### src/fm_pkg.sv
// Register map subset only: no timers, PCM, SSG-EG, CH3 special mode, rates beyond AR or panning
package fm_pkg;

	// Global registers, decoded straight in the host port
	localparam logic [7:0] reg_lfo = 8'h22;
	localparam logic [7:0] reg_clka1 = 8'h24;
	localparam logic [7:0] reg_clka2 = 8'h25;
	localparam logic [7:0] reg_clkb = 8'h26;

	// Key-on goes through the update queue like a channel register
	localparam logic [7:0] reg_kon = 8'h28;

	// Operator register groups, matched on the upper nibble
	localparam logic [3:0] grp_dt_mul = 4'h3;
	localparam logic [3:0] grp_tl = 4'h4;
	localparam logic [3:0] grp_ks_ar = 4'h5;

	// Channel register groups, low two bits select the channel
	localparam logic [7:0] grp_fnum_lo = 8'hA0;
	localparam logic [7:0] grp_block_hi = 8'hA4;
	localparam logic [7:0] grp_fb_alg = 8'hB0;

	// Six channels of four operators
	localparam int num_ch = 6;
	localparam int num_slots = 24;

	// Operator data byte, read as dt1/mul in group 3 and as ks/ar in group 5
	typedef union packed {
		struct packed {
			logic       rsv;
			logic [2:0] dt1;
			logic [3:0] mul;
		} dt_mul;
		struct packed {
			logic [1:0] ks;
			logic       rsv;
			logic [4:0] ar;
		} ks_ar;
	} op_data_u;

endpackage

### src/fm_host_port.sv
// Writes while busy are dropped; channel code 3 and key-on codes 3/7 produce no update
`timescale 1ns/10ps

module fm_host_port (
	input  logic       clk,
	input  logic       rst,
	input  logic       write,
	input  logic [1:0] addr,
	input  logic [7:0] din,
	input  logic       upd_ready,
	output logic       busy,
	output logic       lfo_en,
	output logic [2:0] lfo_freq,
	output logic [9:0] value_a,
	output logic [7:0] value_b,
	output logic       upd_valid,
	output logic [7:0] upd_reg,
	output logic [2:0] upd_ch,
	output logic [1:0] upd_op,
	output logic [7:0] upd_data,
	output logic [5:0] upd_hi
);

	logic [7:0] sel_reg;
	logic [2:0] sel_ch;
	logic [1:0] sel_op;
	logic       sel_bad;
	logic [5:0] fhi_latch;
	logic       wr_ok;
	logic       data_wr;
	logic       is_op_reg;
	logic       is_fnum_lo;
	logic       is_block_hi;
	logic       is_fb_alg;
	logic       kon_ok;
	logic [2:0] kon_ch;
	logic       req_go;

	assign wr_ok = write && !busy;
	assign data_wr = wr_ok && addr[0];

	// Register class of the current selection
	assign is_op_reg = (sel_reg[7:4] inside {fm_pkg::grp_dt_mul, fm_pkg::grp_tl,
		fm_pkg::grp_ks_ar}) && !sel_bad;
	assign is_fnum_lo = ({sel_reg[7:2], 2'b00} == fm_pkg::grp_fnum_lo) && !sel_bad;
	assign is_block_hi = ({sel_reg[7:2], 2'b00} == fm_pkg::grp_block_hi) && !sel_bad;
	assign is_fb_alg = ({sel_reg[7:2], 2'b00} == fm_pkg::grp_fb_alg) && !sel_bad;

	// Key-on carries its own channel code in the data byte
	assign kon_ok = (sel_reg == fm_pkg::reg_kon) && (din[1:0] != 2'b11);
	assign kon_ch = {1'b0, din[1:0]} + (din[2] ? 3'd3 : 3'd0);

	assign req_go = is_op_reg || is_fnum_lo || is_fb_alg || kon_ok;

	always_ff @(posedge clk) begin
		if (rst) begin
			sel_reg <= 8'h00;
			sel_ch <= 3'd0;
			sel_op <= 2'd0;
			sel_bad <= 1'b0;
			fhi_latch <= 6'd0;
			busy <= 1'b0;
			upd_valid <= 1'b0;
			lfo_en <= 1'b0;
			lfo_freq <= 3'd0;
			value_a <= 10'd0;
			value_b <= 8'd0;
		end else if (wr_ok) begin
			busy <= 1'b1;
			if (!addr[0]) begin
				sel_reg <= din;
				sel_ch <= {1'b0, din[1:0]} + (addr[1] ? 3'd3 : 3'd0);
				// Operator order on the bus is S1, S3, S2, S4
				sel_op <= din[3:2];
				sel_bad <= din[1:0] == 2'b11;
			end else begin
				case (sel_reg)
					fm_pkg::reg_lfo: {lfo_en, lfo_freq} <= din[3:0];
					fm_pkg::reg_clka1: value_a[9:2] <= din;
					fm_pkg::reg_clka2: value_a[1:0] <= din[1:0];
					fm_pkg::reg_clkb: value_b <= din;
					default: ;
				endcase
				if (is_block_hi) begin
					fhi_latch <= din[5:0];
				end
				if (req_go) begin
					upd_valid <= 1'b1;
				end
			end
		end else if (upd_valid) begin
			// Busy covers the wait and one cycle after the handshake
			busy <= 1'b1;
			if (upd_ready) begin
				upd_valid <= 1'b0;
			end
		end else begin
			busy <= 1'b0;
		end
	end

	// Request fields, held until the FIFO takes them
	always_ff @(posedge clk) begin
		if (data_wr && req_go) begin
			upd_reg <= sel_reg;
			upd_data <= din;
			upd_hi <= fhi_latch;
			if (kon_ok) begin
				upd_ch <= kon_ch;
				upd_op <= 2'd0;
			end else begin
				upd_ch <= sel_ch;
				upd_op <= sel_op;
			end
		end
	end

endmodule

### src/fm_regs_top.sv
// FIFO depth sets how many updates may wait for their slot before the host sees busy stretch
`timescale 1ns/10ps

module fm_regs_top #(
	parameter int fifo_depth = 4
) (
	input  logic        clk,
	input  logic        rst,
	input  logic        write,
	input  logic [1:0]  addr,
	input  logic [7:0]  din,
	output logic        busy,
	output logic        lfo_en,
	output logic [2:0]  lfo_freq,
	output logic [9:0]  value_a,
	output logic [7:0]  value_b,
	output logic [$clog2(fm_pkg::num_ch)-1:0] slot_ch,
	output logic [$clog2(fm_pkg::num_slots / fm_pkg::num_ch)-1:0] slot_op,
	output logic [2:0]  dt1,
	output logic [3:0]  mul,
	output logic [6:0]  tl,
	output logic [1:0]  ks,
	output logic [4:0]  ar,
	output logic [10:0] fnum,
	output logic [2:0]  block,
	output logic [2:0]  fb,
	output logic [2:0]  alg,
	output logic        keyon
);

	// Host port to FIFO
	logic       upd_valid;
	logic       upd_ready;
	logic [7:0] upd_reg;
	logic [2:0] upd_ch;
	logic [1:0] upd_op;
	logic [7:0] upd_data;
	logic [5:0] upd_hi;

	// FIFO head to slot store
	logic       q_valid;
	logic       q_ready;
	logic [7:0] q_reg;
	logic [2:0] q_ch;
	logic [1:0] q_op;
	logic [7:0] q_data;
	logic [5:0] q_hi;

	fm_host_port i_fm_host_port (
		.clk       (clk),
		.rst       (rst),
		.write     (write),
		.addr      (addr),
		.din       (din),
		.upd_ready (upd_ready),
		.busy      (busy),
		.lfo_en    (lfo_en),
		.lfo_freq  (lfo_freq),
		.value_a   (value_a),
		.value_b   (value_b),
		.upd_valid (upd_valid),
		.upd_reg   (upd_reg),
		.upd_ch    (upd_ch),
		.upd_op    (upd_op),
		.upd_data  (upd_data),
		.upd_hi    (upd_hi)
	);

	fm_update_fifo #(
		.depth (fifo_depth)
	) i_fm_update_fifo (
		.clk       (clk),
		.rst       (rst),
		.in_valid  (upd_valid),
		.in_reg    (upd_reg),
		.in_ch     (upd_ch),
		.in_op     (upd_op),
		.in_data   (upd_data),
		.in_hi     (upd_hi),
		.in_ready  (upd_ready),
		.out_ready (q_ready),
		.out_valid (q_valid),
		.out_reg   (q_reg),
		.out_ch    (q_ch),
		.out_op    (q_op),
		.out_data  (q_data),
		.out_hi    (q_hi)
	);

	fm_slot_regs i_fm_slot_regs (
		.clk     (clk),
		.rst     (rst),
		.q_valid (q_valid),
		.q_reg   (q_reg),
		.q_ch    (q_ch),
		.q_op    (q_op),
		.q_data  (q_data),
		.q_hi    (q_hi),
		.q_ready (q_ready),
		.slot_ch (slot_ch),
		.slot_op (slot_op),
		.dt1     (dt1),
		.mul     (mul),
		.tl      (tl),
		.ks      (ks),
		.ar      (ar),
		.fnum    (fnum),
		.block   (block),
		.fb      (fb),
		.alg     (alg),
		.keyon   (keyon)
	);

endmodule

### src/fm_slot_regs.sv
// Updates wait for their slot, up to 24 cycles each; outputs lag the slot counter by one cycle
`timescale 1ns/10ps

module fm_slot_regs (
	input  logic        clk,
	input  logic        rst,
	input  logic        q_valid,
	input  logic [7:0]  q_reg,
	input  logic [2:0]  q_ch,
	input  logic [1:0]  q_op,
	input  logic [7:0]  q_data,
	input  logic [5:0]  q_hi,
	output logic        q_ready,
	output logic [2:0]  slot_ch,
	output logic [1:0]  slot_op,
	output logic [2:0]  dt1,
	output logic [3:0]  mul,
	output logic [6:0]  tl,
	output logic [1:0]  ks,
	output logic [4:0]  ar,
	output logic [10:0] fnum,
	output logic [2:0]  block,
	output logic [2:0]  fb,
	output logic [2:0]  alg,
	output logic        keyon
);

	// Per-operator store, indexed by op * 6 + ch
	logic [2:0]  dt1_mem [fm_pkg::num_slots];
	logic [3:0]  mul_mem [fm_pkg::num_slots];
	logic [6:0]  tl_mem [fm_pkg::num_slots];
	logic [1:0]  ks_mem [fm_pkg::num_slots];
	logic [4:0]  ar_mem [fm_pkg::num_slots];
	logic        kon_mem [fm_pkg::num_slots];

	// Per-channel store
	logic [10:0] fnum_mem [fm_pkg::num_ch];
	logic [2:0]  block_mem [fm_pkg::num_ch];
	logic [2:0]  fb_mem [fm_pkg::num_ch];
	logic [2:0]  alg_mem [fm_pkg::num_ch];

	logic [4:0]       slot;
	logic [2:0]       cur_ch;
	logic [1:0]       cur_op;
	logic             is_op;
	logic [1:0]       tgt_op;
	logic [4:0]       tgt_slot;
	logic             accept;
	logic [4:0]       kon_base;
	fm_pkg::op_data_u op_word;

	assign op_word = q_data;

	// Split the slot number into operator and channel
	always_comb begin
		if (slot >= 5'(3 * fm_pkg::num_ch)) begin
			cur_op = 2'd3;
			cur_ch = 3'(slot - 5'(3 * fm_pkg::num_ch));
		end else if (slot >= 5'(2 * fm_pkg::num_ch)) begin
			cur_op = 2'd2;
			cur_ch = 3'(slot - 5'(2 * fm_pkg::num_ch));
		end else if (slot >= 5'(fm_pkg::num_ch)) begin
			cur_op = 2'd1;
			cur_ch = 3'(slot - 5'(fm_pkg::num_ch));
		end else begin
			cur_op = 2'd0;
			cur_ch = slot[2:0];
		end
	end

	// Channel registers and key-on are taken on operator 0 of the channel
	assign is_op = q_reg[7:4] inside {fm_pkg::grp_dt_mul, fm_pkg::grp_tl, fm_pkg::grp_ks_ar};
	assign tgt_op = is_op ? q_op : 2'd0;
	assign tgt_slot = 5'(tgt_op) * 5'(fm_pkg::num_ch) + 5'(q_ch);
	assign q_ready = q_valid && (slot == tgt_slot);
	assign accept = q_ready;
	assign kon_base = 5'(q_ch);

	always_ff @(posedge clk) begin
		if (rst) begin
			slot <= 5'd0;
		end else if (slot == 5'(fm_pkg::num_slots - 1)) begin
			slot <= 5'd0;
		end else begin
			slot <= slot + 5'd1;
		end
	end

	always_ff @(posedge clk) begin
		if (rst) begin
			for (int i = 0; i < fm_pkg::num_slots; i++) begin
				dt1_mem[i] <= 3'd0;
				mul_mem[i] <= 4'd0;
				tl_mem[i] <= 7'd0;
				ks_mem[i] <= 2'd0;
				ar_mem[i] <= 5'd0;
				kon_mem[i] <= 1'b0;
			end
			for (int i = 0; i < fm_pkg::num_ch; i++) begin
				fnum_mem[i] <= 11'd0;
				block_mem[i] <= 3'd0;
				fb_mem[i] <= 3'd0;
				alg_mem[i] <= 3'd0;
			end
		end else if (accept) begin
			if (q_reg[7:4] == fm_pkg::grp_dt_mul) begin
				dt1_mem[tgt_slot] <= op_word.dt_mul.dt1;
				mul_mem[tgt_slot] <= op_word.dt_mul.mul;
			end else if (q_reg[7:4] == fm_pkg::grp_tl) begin
				tl_mem[tgt_slot] <= q_data[6:0];
			end else if (q_reg[7:4] == fm_pkg::grp_ks_ar) begin
				ks_mem[tgt_slot] <= op_word.ks_ar.ks;
				ar_mem[tgt_slot] <= op_word.ks_ar.ar;
			end else if ({q_reg[7:2], 2'b00} == fm_pkg::grp_fnum_lo) begin
				fnum_mem[q_ch] <= {q_hi[2:0], q_data};
				block_mem[q_ch] <= q_hi[5:3];
			end else if ({q_reg[7:2], 2'b00} == fm_pkg::grp_fb_alg) begin
				fb_mem[q_ch] <= q_data[5:3];
				alg_mem[q_ch] <= q_data[2:0];
			end else if (q_reg == fm_pkg::reg_kon) begin
				// Bits 4..7 are S1, S2, S3, S4; slot index order is S1, S3, S2, S4
				kon_mem[kon_base] <= q_data[4];
				kon_mem[kon_base + 5'(2 * fm_pkg::num_ch)] <= q_data[5];
				kon_mem[kon_base + 5'(fm_pkg::num_ch)] <= q_data[6];
				kon_mem[kon_base + 5'(3 * fm_pkg::num_ch)] <= q_data[7];
			end
		end
	end

	// Registered view of the current slot
	always_ff @(posedge clk) begin
		if (rst) begin
			slot_ch <= 3'd0;
			slot_op <= 2'd0;
			dt1 <= 3'd0;
			mul <= 4'd0;
			tl <= 7'd0;
			ks <= 2'd0;
			ar <= 5'd0;
			fnum <= 11'd0;
			block <= 3'd0;
			fb <= 3'd0;
			alg <= 3'd0;
			keyon <= 1'b0;
		end else begin
			slot_ch <= cur_ch;
			slot_op <= cur_op;
			dt1 <= dt1_mem[slot];
			mul <= mul_mem[slot];
			tl <= tl_mem[slot];
			ks <= ks_mem[slot];
			ar <= ar_mem[slot];
			keyon <= kon_mem[slot];
			fnum <= fnum_mem[cur_ch];
			block <= block_mem[cur_ch];
			fb <= fb_mem[cur_ch];
			alg <= alg_mem[cur_ch];
		end
	end

endmodule

### src/fm_update_fifo.sv
// Depth of 2 or more; no push while full even if a pop happens in the same cycle
`timescale 1ns/10ps

module fm_update_fifo #(
	parameter int depth = 4
) (
	input  logic       clk,
	input  logic       rst,
	input  logic       in_valid,
	input  logic [7:0] in_reg,
	input  logic [2:0] in_ch,
	input  logic [1:0] in_op,
	input  logic [7:0] in_data,
	input  logic [5:0] in_hi,
	output logic       in_ready,
	input  logic       out_ready,
	output logic       out_valid,
	output logic [7:0] out_reg,
	output logic [2:0] out_ch,
	output logic [1:0] out_op,
	output logic [7:0] out_data,
	output logic [5:0] out_hi
);

	localparam int aw = (depth > 1) ? $clog2(depth) : 1;
	localparam int cw = $clog2(depth + 1);

	// reg, ch, op, data, hi packed into one entry
	logic [26:0]   mem [depth];
	logic [aw-1:0] wr_ptr;
	logic [aw-1:0] rd_ptr;
	logic [cw-1:0] count;
	logic          push;
	logic          pop;

	function automatic logic [aw-1:0] next_ptr(input logic [aw-1:0] p);
		if (p == aw'(depth - 1)) begin
			return '0;
		end
		return p + 1'b1;
	endfunction

	assign in_ready = count != cw'(depth);
	assign out_valid = count != '0;
	assign push = in_valid && in_ready;
	assign pop = out_valid && out_ready;

	assign {out_reg, out_ch, out_op, out_data, out_hi} = mem[rd_ptr];

	always_ff @(posedge clk) begin
		if (rst) begin
			wr_ptr <= '0;
			rd_ptr <= '0;
			count <= '0;
		end else begin
			if (push) begin
				wr_ptr <= next_ptr(wr_ptr);
			end
			if (pop) begin
				rd_ptr <= next_ptr(rd_ptr);
			end
			if (push && !pop) begin
				count <= count + 1'b1;
			end else if (pop && !push) begin
				count <= count - 1'b1;
			end
		end
	end

	always_ff @(posedge clk) begin
		if (push) begin
			mem[wr_ptr] <= {in_reg, in_ch, in_op, in_data, in_hi};
		end
	end

endmodule

### config.mk
export PLATFORM = sky130hd
export DESIGN_NAME = fm_regs_top
export DESIGN_NICKNAME = d
export VERILOG_FILES = /design/src/fm_pkg.sv /design/src/fm_host_port.sv /design/src/fm_regs_top.sv /design/src/fm_slot_regs.sv /design/src/fm_update_fifo.sv
export SDC_FILE = /design/constraint.sdc
export NUM_CORES = 1
export LEC_CHECK = 0
export ABC_CLOCK_PERIOD_IN_PS = 8050
export BUFFER_PORTS_ARGS = -buffer_cell sky130_fd_sc_hd__buf_4
export CAP_MARGIN = 10
export CORE_MARGIN = 2
export CORE_UTILIZATION = 25
export CTS_BUF_LIST = sky130_fd_sc_hd__clkbuf_4
export CTS_CLUSTER_SIZE = 8
export DETAILED_ROUTE_END_ITERATION = 8
export PLACE_DENSITY = 0.48
export SETUP_SLACK_MARGIN = 0.02
export SLEW_MARGIN = 40
export SYNTH_ARGS = -nofsm -noshare
export SYNTH_HDL_FRONTEND = slang
export SYNTH_HIERARCHICAL = 1
export SYNTH_SLANG_ARGS = --single-unit
### constraint.sdc
create_clock -name clk -period 8.05 [get_ports clk]
set_clock_uncertainty 0.05 [all_clocks]
set_input_delay 1.61 -clock clk [delete_from_list [all_inputs] [get_ports clk]]
set_output_delay 1.61 -clock clk [all_outputs]
set_load 0.02 [all_outputs]
==> results of run 1 <==
==> synthesized netlist by cell type, types with 31 or more instances <==
library cell	instances	share of area, %
a21oi_1	33	0.35
a22oi_1	45	0.72
clkbuf_1	248	2.0
dfxtp_1	103	4.4
edfxtp_1	999	64
mux2_2	31	0.75
mux2i_1	154	3.3
mux4_2	199	9.6
nand2_1	168	1.3
nand3_1	33	0.35
nor2_1	296	2.4
nor3_1	476	5.1
o21ai_0	117	1.3
==> worst max-delay path, delay by kind of cell, from the launching register on <==
family / cells / cell delay (ns)
flops: 1 / 0.75
simple gates: 6 / 2.50
fa+ha+maj: 2 / 0.74
compound gates: 1 / 0.08
mux: 1 / 0.73
xor+xnor: 2 / 0.73
buf+inv: 2 / 0.58
==> cell families after synthesis <==
family | synth area share (%)
XOR/XNOR | 0.241
AO/OA/AOI/OAI | 3.57
buffers and inverters | 2.60
flip-flops | 68.5
adder cells (fa/ha/maj) | 0.679
AND/OR/NAND/NOR | 10.7
multiplexers | 13.7
==> through the flow <==
stage                     utilization [%]  instance area, um^2  hold WS [ns]  instances
after floorplan                         -                46800         0.358       3164
after CTS                            29.3                54400         0.383       6061
after global placement               27.1                50300         0.370       5535
final                                29.3                54400         0.373       6070
after global routing                 29.3                54400         0.384       6070
after detailed placement             27.2                50600         0.369       5539
==> per-layer routing <==
metal	up-vias	routed length [um]	track usage, %
li1	12800	-	-
met1	15200	61100	19.7
met2	1205	71500	24.8
met3	276	10100	3.41
met4	0	5730	6.99
met5	-	0	0
==> worst min-delay path by stage <==
stage	startpoint	endpoint	slack [ns]
3_3_place_gp	i_fm_host_port/fhi_latch[4]	i_fm_host_port/upd_hi[4]	0.37
5_1_grt	i_fm_host_port/fhi_latch[3]	i_fm_host_port/upd_hi[3]	0.38
2_1_floorplan	i_fm_host_port/fhi_latch[0]	i_fm_host_port/upd_hi[0]	0.36
6_report	i_fm_host_port/fhi_latch[3]	i_fm_host_port/upd_hi[3]	0.37
4_1_cts	i_fm_host_port/fhi_latch[3]	i_fm_host_port/upd_hi[3]	0.38
3_5_place_dp	i_fm_host_port/fhi_latch[4]	i_fm_host_port/upd_hi[4]	0.37
==> cell type report <==
type	instances	share of cell area (%)
Timing Repair Buffer	190	2.92
Tap cell	2480	5.70
Multi-Input combinational cell	1750	25.3
Clock inverter	78	0.869
Antenna cell	8	0.0368
Clock buffer	444	6.12
Sequential cell	1102	58.9
Inverter	18	0.129
==> power groups by stage <==
stage	logic [W]	registers, W	clock network (W)
floorplan	0.000461	0.00652	0
global placement	0.000766	0.00652	0
detailed placement	0.000769	0.00653	0
CTS	0.000771	0.00640	0.00526
global route	0.000805	0.00641	0.00555
finish	0.000761	0.00640	0.00509
==> impl_metrics.toml, run 1 <==
[worst_setup_path]
arrival_ns = 7.42
crit_type = "reg2reg"
reg2reg_depth = 14
cpPeakStageDelay_ns = 0.75
slowest_stage = "dfxtp_2"
cp_max_fo = 54
cpMostUsedCell = "xnor2_1"
required_ns = 8.84
r2r_slack_ns = 1.42
endpoint = "i_fm_slot_regs/tl_mem[30][4]"
cp-end-kind = "register"
startpoint_type = "register"
worstPathCellList = "mux4_2 > nand3b_1 > a21oi_1 > and2_1 > ha_1 > inv_1 > fa_1 > xnor2_1 > xnor2_1 > nand4_1 > nor2_2 > nand3_4 > buf_4 > nor2_1"
r2r_end = "i_fm_slot_regs/tl_mem[30][4]"

[global_routing]
grt_pass1_vias = 30600
antenna_found_initial = 4
grt_pass1_wl_mm = 216
grt_max_degree = 177
globalRouteTotalUtil_pct = 15.4
gr-total-overflow = 0

[placement]
dp_hpwl_mm = 88.5
port_buffers = 82
post-place-ws_ns = 1.37
gp_congestion = 0.815

[synthesis]
netlist_area_mm2 = 0.0468
async_flop_share_pct = 0
yosysUniqueCellTypes = 64
yosysSeqAreaShare_pct = 68.5
synth.avg_cell_area_um2 = 14.8
synth_ff_type = "edfxtp_1"
yosys_warnings = 6
yosys_register_bits = 1102
syn_nets = 3200
synthesis.instances = 3164
synth_edf_count = 999

[sta]
max_slew_margin_pct = 38.3
setup_viol = 0
period_minus_slack_ns = 6.63
rsz0062_at_grt = "no"
finalCritPeriodShare_pct = 82.3
setup_tns_ns = 0
worstMarginPinSlew_ns = 0.922
setup_ws_ns = 1.42
maxSlewViolCount = 0
hold_viol_final = 0
timing.fmax_mhz = 151

[cells_and_area]
regArea_mm2 = 0.0321
multi_input_area_mm2 = 0.0138
syn_to_final_growth_pct = 16.4
drive_gt1_share_pct = 27.2
mostFrequentLayoutCells = "edfxtp_1, nor3_1, clkbuf_4"
largest_register_ffs = 224
layout_commonest_cell = "edfxtp_1"
fill_cells = 18800
top_register = "i_fm_slot_regs/tl_mem"
reg_top3 = "i_fm_slot_regs/tl_mem: 224 flops, i_fm_slot_regs/ar_mem: 160 flops, i_fm_slot_regs/mul_mem: 128 flops"
nNetsFinal = 3405

[min_path]
hold_path_depth = 0
hold_class = "reg2reg"

[routing]
ant_nets = 0
viasPerCell = 4.86
drc = 0
drt-wirelength-per-cell_um = 24.5
num_vias = 29500
wl_mm = 148
drt_iter0_drc = 2553
dr.pass1.iters = 6

[power_and_ir_drop]
power_leakage_nw = 17.8
power_frac_clock_pct = 41.5
totalPowerFinal_w = 0.0122
internal-power_w = 0.00935
ir_worst_vdd_mv = 0.116
swShare_pct = 23.6
p_per_area_mw_per_mm2 = 225
p_seq_share_pct = 52.3
p_comb_share_pct = 6.2
p_sw_w = 0.00289

[floorplanning]
fp.dieArea_mm2 = 0.191
die_y_um = 437
io_pins = 83
placementRows = 158
start_util_pct = 25.2
core_mm2 = 0.186
die_w_um = 437

[outcome]
status = "completed"

[clock_tree]
hold_buffers = 0
cts_tree = "yes"
cts_resized = 0
numCtsBuffers = 307
post-cts-setup-buffer-count = 0
clkSinkCount = 1102
clk_latency_ns = 1.28
clkTransAtPathRegs_ns = 0.06
cts_buffer_depth = 4
cts_root_buf = "clkbuf_4"
htree_levels = 5

[run]
maxCapViolCount = 0
Power figures use the tool's default switching activity.
==> run 2, diff against run 1 <==
Settings changed: ABC_CLOCK_PERIOD_IN_PS 8050 to 5770, PLACE_DENSITY 0.48 to 0.49.
Clock period 8.05 ns to 5.77 ns, I/O delays scaled along.
==> impl_metrics.toml, run 2 (synthesis results as in run 1) <==
[cells_and_area]
mostFrequentLayoutCells = "edfxtp_1, nor3_1, clkbuf_4"
layout_commonest_cell = "edfxtp_1"
drive_gt1_share_pct = 27.6
nNetsFinal = 3488
top_register = "i_fm_slot_regs/tl_mem"
final_core_util_pct = 29.4
fin_cells = 6111
largest_register_ffs = 224
reg_top3 = "i_fm_slot_regs/tl_mem: 224 flops, i_fm_slot_regs/ar_mem: 160 flops, i_fm_slot_regs/mul_mem: 128 flops"
syn_to_final_growth_pct = 16.6

[floorplanning]
core_mm2 = 0.186
start_util_pct = 25.2
fp.dieArea_mm2 = 0.191
io_pins = 83
die_y_um = 437
placementRows = 158
die_w_um = 437

[placement]
dp_cells = 5627
port_buffers = 82
dp_hpwl_mm = 90.4
gp_congestion = 0.817

[run]
maxCapViolCount = 0

[clock_tree]
htree_levels = 5
post-cts-setup-buffer-count = 0
numCtsBuffers = 302
clkSinkCount = 1102
cts_tree = "yes"
cts_root_buf = "clkbuf_4"
cts_resized = 0
cts_buffer_depth = 4
clk_latency_ns = 1.28
clkTransAtPathRegs_ns = 0.07

[global_routing]
use_met3_pct = 3.06
grt_use_met2_pct = 25.1
grt_pass1_vias = 30300
globalRouteTotalUtil_pct = 15.1
use_met1_pct = 19.0
grt_busiest_layer = "met2"
grt_pass1_wl_mm = 211
antenna_found_initial = 5
grt_max_degree = 104
gr-total-overflow = 0

[sta]
timing.fmax_mhz = 193
rsz0062_at_grt = "no"
hold_viol_final = 0
worstMarginPinSlew_ns = 0.909
max_slew_margin_pct = 39.2
setup_viol = 0
setup_tns_ns = 0
period_minus_slack_ns = 5.17
maxSlewViolCount = 0
finalCritPeriodShare_pct = 89.6

[min_path]
hold_class = "in2reg"

[outcome]
status = "completed"

[routing]
ant_nets = 0
drt_iter0_drc = 2610
viasPerCell = 4.83
drt-wirelength-per-cell_um = 23.8
wl_mm = 146
dr.pass1.iters = 5
num_vias = 29500
drc = 0

[worst_setup_path]
required_ns = 6.69
crit_type = "reg2reg"
cp_max_fo = 58
arrival_ns = 6.09
cp-end-kind = "register"
startpoint_type = "register"
r2r_end = "i_fm_slot_regs/tl_mem[12][5]"
endpoint = "i_fm_slot_regs/tl_mem[12][5]"
reg2reg_depth = 15
r2r_slack_ns = 0.60

[power_and_ir_drop]
p_per_area_mw_per_mm2 = 304
power_leakage_nw = 17.9
ir_worst_vdd_mv = 0.170
run 2: worst max-delay path, cell delays in order, from the launching register on:
cell     delay [ns]
dfxtp_2        0.39
buf_4          0.38
mux4_2         0.60
a21oi_1        0.17
and2_1         0.19
ha_1           0.21
inv_1          0.06
fa_1           0.41
xnor2_1        0.26
xnor2_1        0.15
nand4_1        0.15
nor2_2         0.36
nand3_4        0.46
buf_4          0.47
o21ai_0        0.33
buf_4          0.20
run 2: what timing repair did:
| action | CTS | global route |
|---|---|---|
| hold endpoints to repair | 1 | 0 |
| hold buffers | 1 | 0 |
| endpoints found under the setup margin | 0 | 0 |
run 2: through the flow:
step	hold slack (ns)	setup WS (ns)	total power, W	area [um^2]
after floorplan	0.358	0.197	0.00973	46800
after global placement	0.368	0.607	0.0102	51000
after detailed placement	0.366	0.556	0.0102	51100
after CTS	0.0298	0.554	0.0168	54500
after global routing	0.0370	0.150	0.0173	54500
final	0.169	0.601	0.0166	54500
run 2: cell type report:
class | instances | area [um^2]
multi-input combinational | 1750 | 13600
sequential | 1102 | 32100
fill | 18800 | 131000
inverter | 18 | 70.1
clock inverter | 50 | 221
clock buffer | 424 | 3180
antenna | 9 | 22.5
timing repair buffer | 278 | 2260
tap | 2480 | 3100
run 2: how the worst min path moves through the flow:
stage / start / end / slack, ns / cells past startpoint
floorplan: i_fm_host_port/fhi_latch[0] / i_fm_host_port/upd_hi[0] / 0.36 / 0
global placement: i_fm_host_port/fhi_latch[2] / i_fm_host_port/upd_hi[2] / 0.37 / 0
detailed placement: i_fm_host_port/fhi_latch[0] / i_fm_host_port/upd_hi[0] / 0.37 / 0
CTS: din[3] / i_fm_host_port/upd_data[3] / 0.03 / 1
global route: din[3] / i_fm_host_port/upd_data[3] / 0.04 / 1
finish: din[6] / i_fm_host_port/upd_data[6] / 0.17 / 1
run 2: routing by layer:
| metal | up-vias | part of all wire [%] |
|---|---|---|
| met5 | - | 0 |
| met1 | 15100 | 41 |
| li1 | 12900 | - |
| met4 | 0 | 3.8 |
| met2 | 1160 | 49 |
| met3 | 290 | 6.5 |
run 2: power by group:
part	switching, W	internal (W)
logic	0.000658	0.000439
clock network	0.00318	0.00338
registers	0.0000774	0.00884
==> run 3, diff against run 2 <==
Settings changed: ABC_AREA set to 1.
==> impl_metrics.toml, run 3 <==
[power_and_ir_drop]
p_seq_share_pct = 51.9
ir_worst_vdd_mv = 0.212
power_leakage_nw = 20.0
p_sw_w = 0.00420
power_frac_clock_pct = 40.9
p_per_area_mw_per_mm2 = 318
swShare_pct = 24.3
p_comb_share_pct = 7.2
internal-power_w = 0.0131

[synthesis]
synth_top_area_cell = "edfxtp_1"
yosysUniqueCellTypes = 39
synth_edf_count = 999
synth_ff_type = "edfxtp_1"
synth.avg_cell_area_um2 = 10.7
syn_nets = 4442
ys_top_cells_by_area = "edfxtp_1, nor2_1, o21ai_0"
synthesis.instances = 4406
yosysSeqAreaShare_pct = 68.2
synthMostInstantiatedCell = "nor2_1"
yosys-top-cells-count = "nor2_1, edfxtp_1, nand2_1, o21ai_0, clkbuf_1"
async_flop_share_pct = 0
netlist_area_mm2 = 0.0470
yosys_register_bits = 1102
yosys_warnings = 6
yosys.area.top_type_share_pct = 63.8

[sta]
setup_viol = 0
finalCritPeriodShare_pct = 89.0
period_minus_slack_ns = 5.14
max_slew_margin_pct = 42.8
setup_ws_ns = 0.634
worstMarginPinSlew_ns = 0.858
maxSlewViolCount = 0
rsz0062_at_grt = "no"
setup_tns_ns = 0
timing.fmax_mhz = 195
hold_viol_final = 0

[global_routing]
antenna_found_initial = 4
grt_max_degree = 172
globalRouteTotalUtil_pct = 14.2
grt_pass1_wl_mm = 208
gr-total-overflow = 0
grt_pass1_vias = 33700

[worst_setup_path]
critPathTopFamily = "simple AND/OR/NAND/NOR gates"
arrival_ns = 5.92
worstPathCellList = "inv_8 > o21ai_0 > o22ai_1 > nor2_1 > inv_1 > nor2_1 > inv_1 > a21boi_0 > ha_1 > inv_1 > fa_1 > inv_2 > nand2_1 > nand2_1 > nor2_1 > nand2_1 > nor2_4 > nand2_2 > inv_2 > nand2_2 > clkinv_2 > buf_4 > nand2_2 > nand2_1"
r2r_slack_ns = 0.63
reg2reg_depth = 24
startpoint_type = "register"
cp_max_fo = 28
slowest_stage = "fa_1"
required_ns = 6.55
r2r_end = "i_fm_slot_regs/ar_mem[11][0]"
cp-end-kind = "register"
crit_type = "reg2reg"
crit_cells = 24
cpMostUsedCell = "nand2_1"
cpPeakStageDelay_ns = 0.57
path_buf_inv = 8

[min_path]
hold_path_startpoint = "din[3]"
hold_end = "i_fm_host_port/upd_data[3]"
hold_class = "in2reg"
hold_path_depth = 1

[routing]
num_vias = 33400
dr.pass1.iters = 6
drt-wirelength-per-cell_um = 18.9
drt_iter0_drc = 2804
viasPerCell = 4.58
ant_nets = 0
drc = 0
wl_mm = 138

[floorplanning]
die_w_um = 438
fp.dieArea_mm2 = 0.192
die_y_um = 438
io_pins = 83
start_util_pct = 25.1
core_mm2 = 0.187
placementRows = 159

[cells_and_area]
syn_to_final_growth_pct = 15.4
layout_commonest_cell = "nor2_1"
top_register = "i_fm_slot_regs/tl_mem"
mostFrequentLayoutCells = "nor2_1, edfxtp_1, nand2_1"
reg_top3 = "i_fm_slot_regs/tl_mem: 224 flops, i_fm_slot_regs/ar_mem: 160 flops, i_fm_slot_regs/mul_mem: 128 flops"
largest_register_ffs = 224
drive_gt1_share_pct = 15.7
nNetsFinal = 4645

[placement]
post-place-ws_ns = 0.318
dp_hpwl_mm = 84.9
gp_congestion = 0.801
port_buffers = 82

[clock_tree]
htree_levels = 5
numCtsBuffers = 309
clkTransAtPathRegs_ns = 0.06
post-cts-setup-buffer-count = 0
cts_buffer_depth = 4
cts_tree = "yes"
clkSinkCount = 1102
clk_latency_ns = 1.23
cts_root_buf = "clkbuf_4"

[run]
maxCapViolCount = 0

[outcome]
status = "completed"
run 3: cell types whose count changed in the layout (fill, tap and decap cells not counted), sizes merged, moves of 32 or more:
cell and delta:
nor2 +968, clkbuf +32, nand2 +407, a22oi -45
mux2i -74, mux4 -199, inv +93, o22ai +156
o21ai +408, nor3 -469, a21oi +75, mux2 -33
nand3 +90, buf -103
run 3: area by class of cell:
| type | count | area (um^2) |
|---|---|---|
| Fill cell | 19500 | 133000 |
| Sequential cell | 1102 | 32100 |
| Timing Repair Buffer | 176 | 1420 |
| Clock buffer | 456 | 3420 |
| Inverter | 123 | 509 |
| Clock inverter | 51 | 357 |
| Antenna cell | 4 | 10.0 |
| Tap cell | 2495 | 3120 |
| Multi-Input combinational cell | 2897 | 13400 |
run 3: worst max path at each step:
stage                   from                        endpoint
finish              register    i_fm_slot_regs/ar_mem[11][0]
global route        register     i_fm_slot_regs/ar_mem[9][3]
CTS                 register    i_fm_slot_regs/ar_mem[11][0]
detailed placement  register     i_fm_slot_regs/ks_mem[0][0]
global placement    register     i_fm_slot_regs/ar_mem[0][3]
floorplan           register  i_fm_slot_regs/block_mem[0][0]
run 3: metrics by stage:
step	utilization (%)	cells	total power (W)	cell area, um^2	hold WS (ns)
after floorplan	-	4406	0.00987	47000	0.359
after global placement	26.9	6789	0.0104	50400	0.371
after detailed placement	26.9	6791	0.0104	50400	0.369
after CTS	29.0	7300	0.0175	54200	0.00815
after global routing	29.0	7303	0.0181	54300	0.0430
final	29.0	7304	0.0172	54300	0.194
run 3: logic make-up (layout without fill, tap and decap cells):
logic type / Yosys count / after routing / share of synthesized area [%]
simple gates: 1999 / 1999 / 16.9
flops: 1102 / 1102 / 68.2
fa+ha+maj: 23 / 23 / 0.676
buf+inv: 407 / 806 / 3.59
xor+xnor: 2 / 2 / 0.0373
mux: 80 / 80 / 1.70
other cells: 0 / 4 / 0
compound gates: 793 / 793 / 8.88
run 3: timing repair:
item | CTS | global route
setup endpoints to repair | 0 | 174
resized for setup | 0 | 3
hold endpoints to repair | 2 | 0
hold buffers | 2 | 0
run 3: worst register-to-register path, delay by kind of cell (launching register included):
| family | cells | cell delay [ns] |
|---|---|---|
| compound gates | 3 | 0.57 |
| simple gates | 11 | 1.46 |
| flops | 1 | 0.53 |
| buf+inv | 8 | 1.39 |
| fa+ha+maj | 2 | 0.77 |
run 3: layer usage:
layer	part of all wire (%)	GRT usage, %	wire (um)	up-vias
met5	0.0058	0	8	-
met4	2.7	5.03	3710	2
met3	5.7	2.86	7820	221
met2	49	24.0	67900	1070
met1	42	17.9	58600	16300
li1	-	-	-	15800
run 3: power by group through the flow:
stage | Sequential [W] | Clock [W] | Combinational [W]
after floorplan | 0.00912 | 0 | 0.000747
after global placement | 0.00912 | 0 | 0.00125
after detailed placement | 0.00912 | 0 | 0.00125
after CTS | 0.00896 | 0.00733 | 0.00126
after global routing | 0.00897 | 0.00772 | 0.00137
final | 0.00895 | 0.00705 | 0.00125
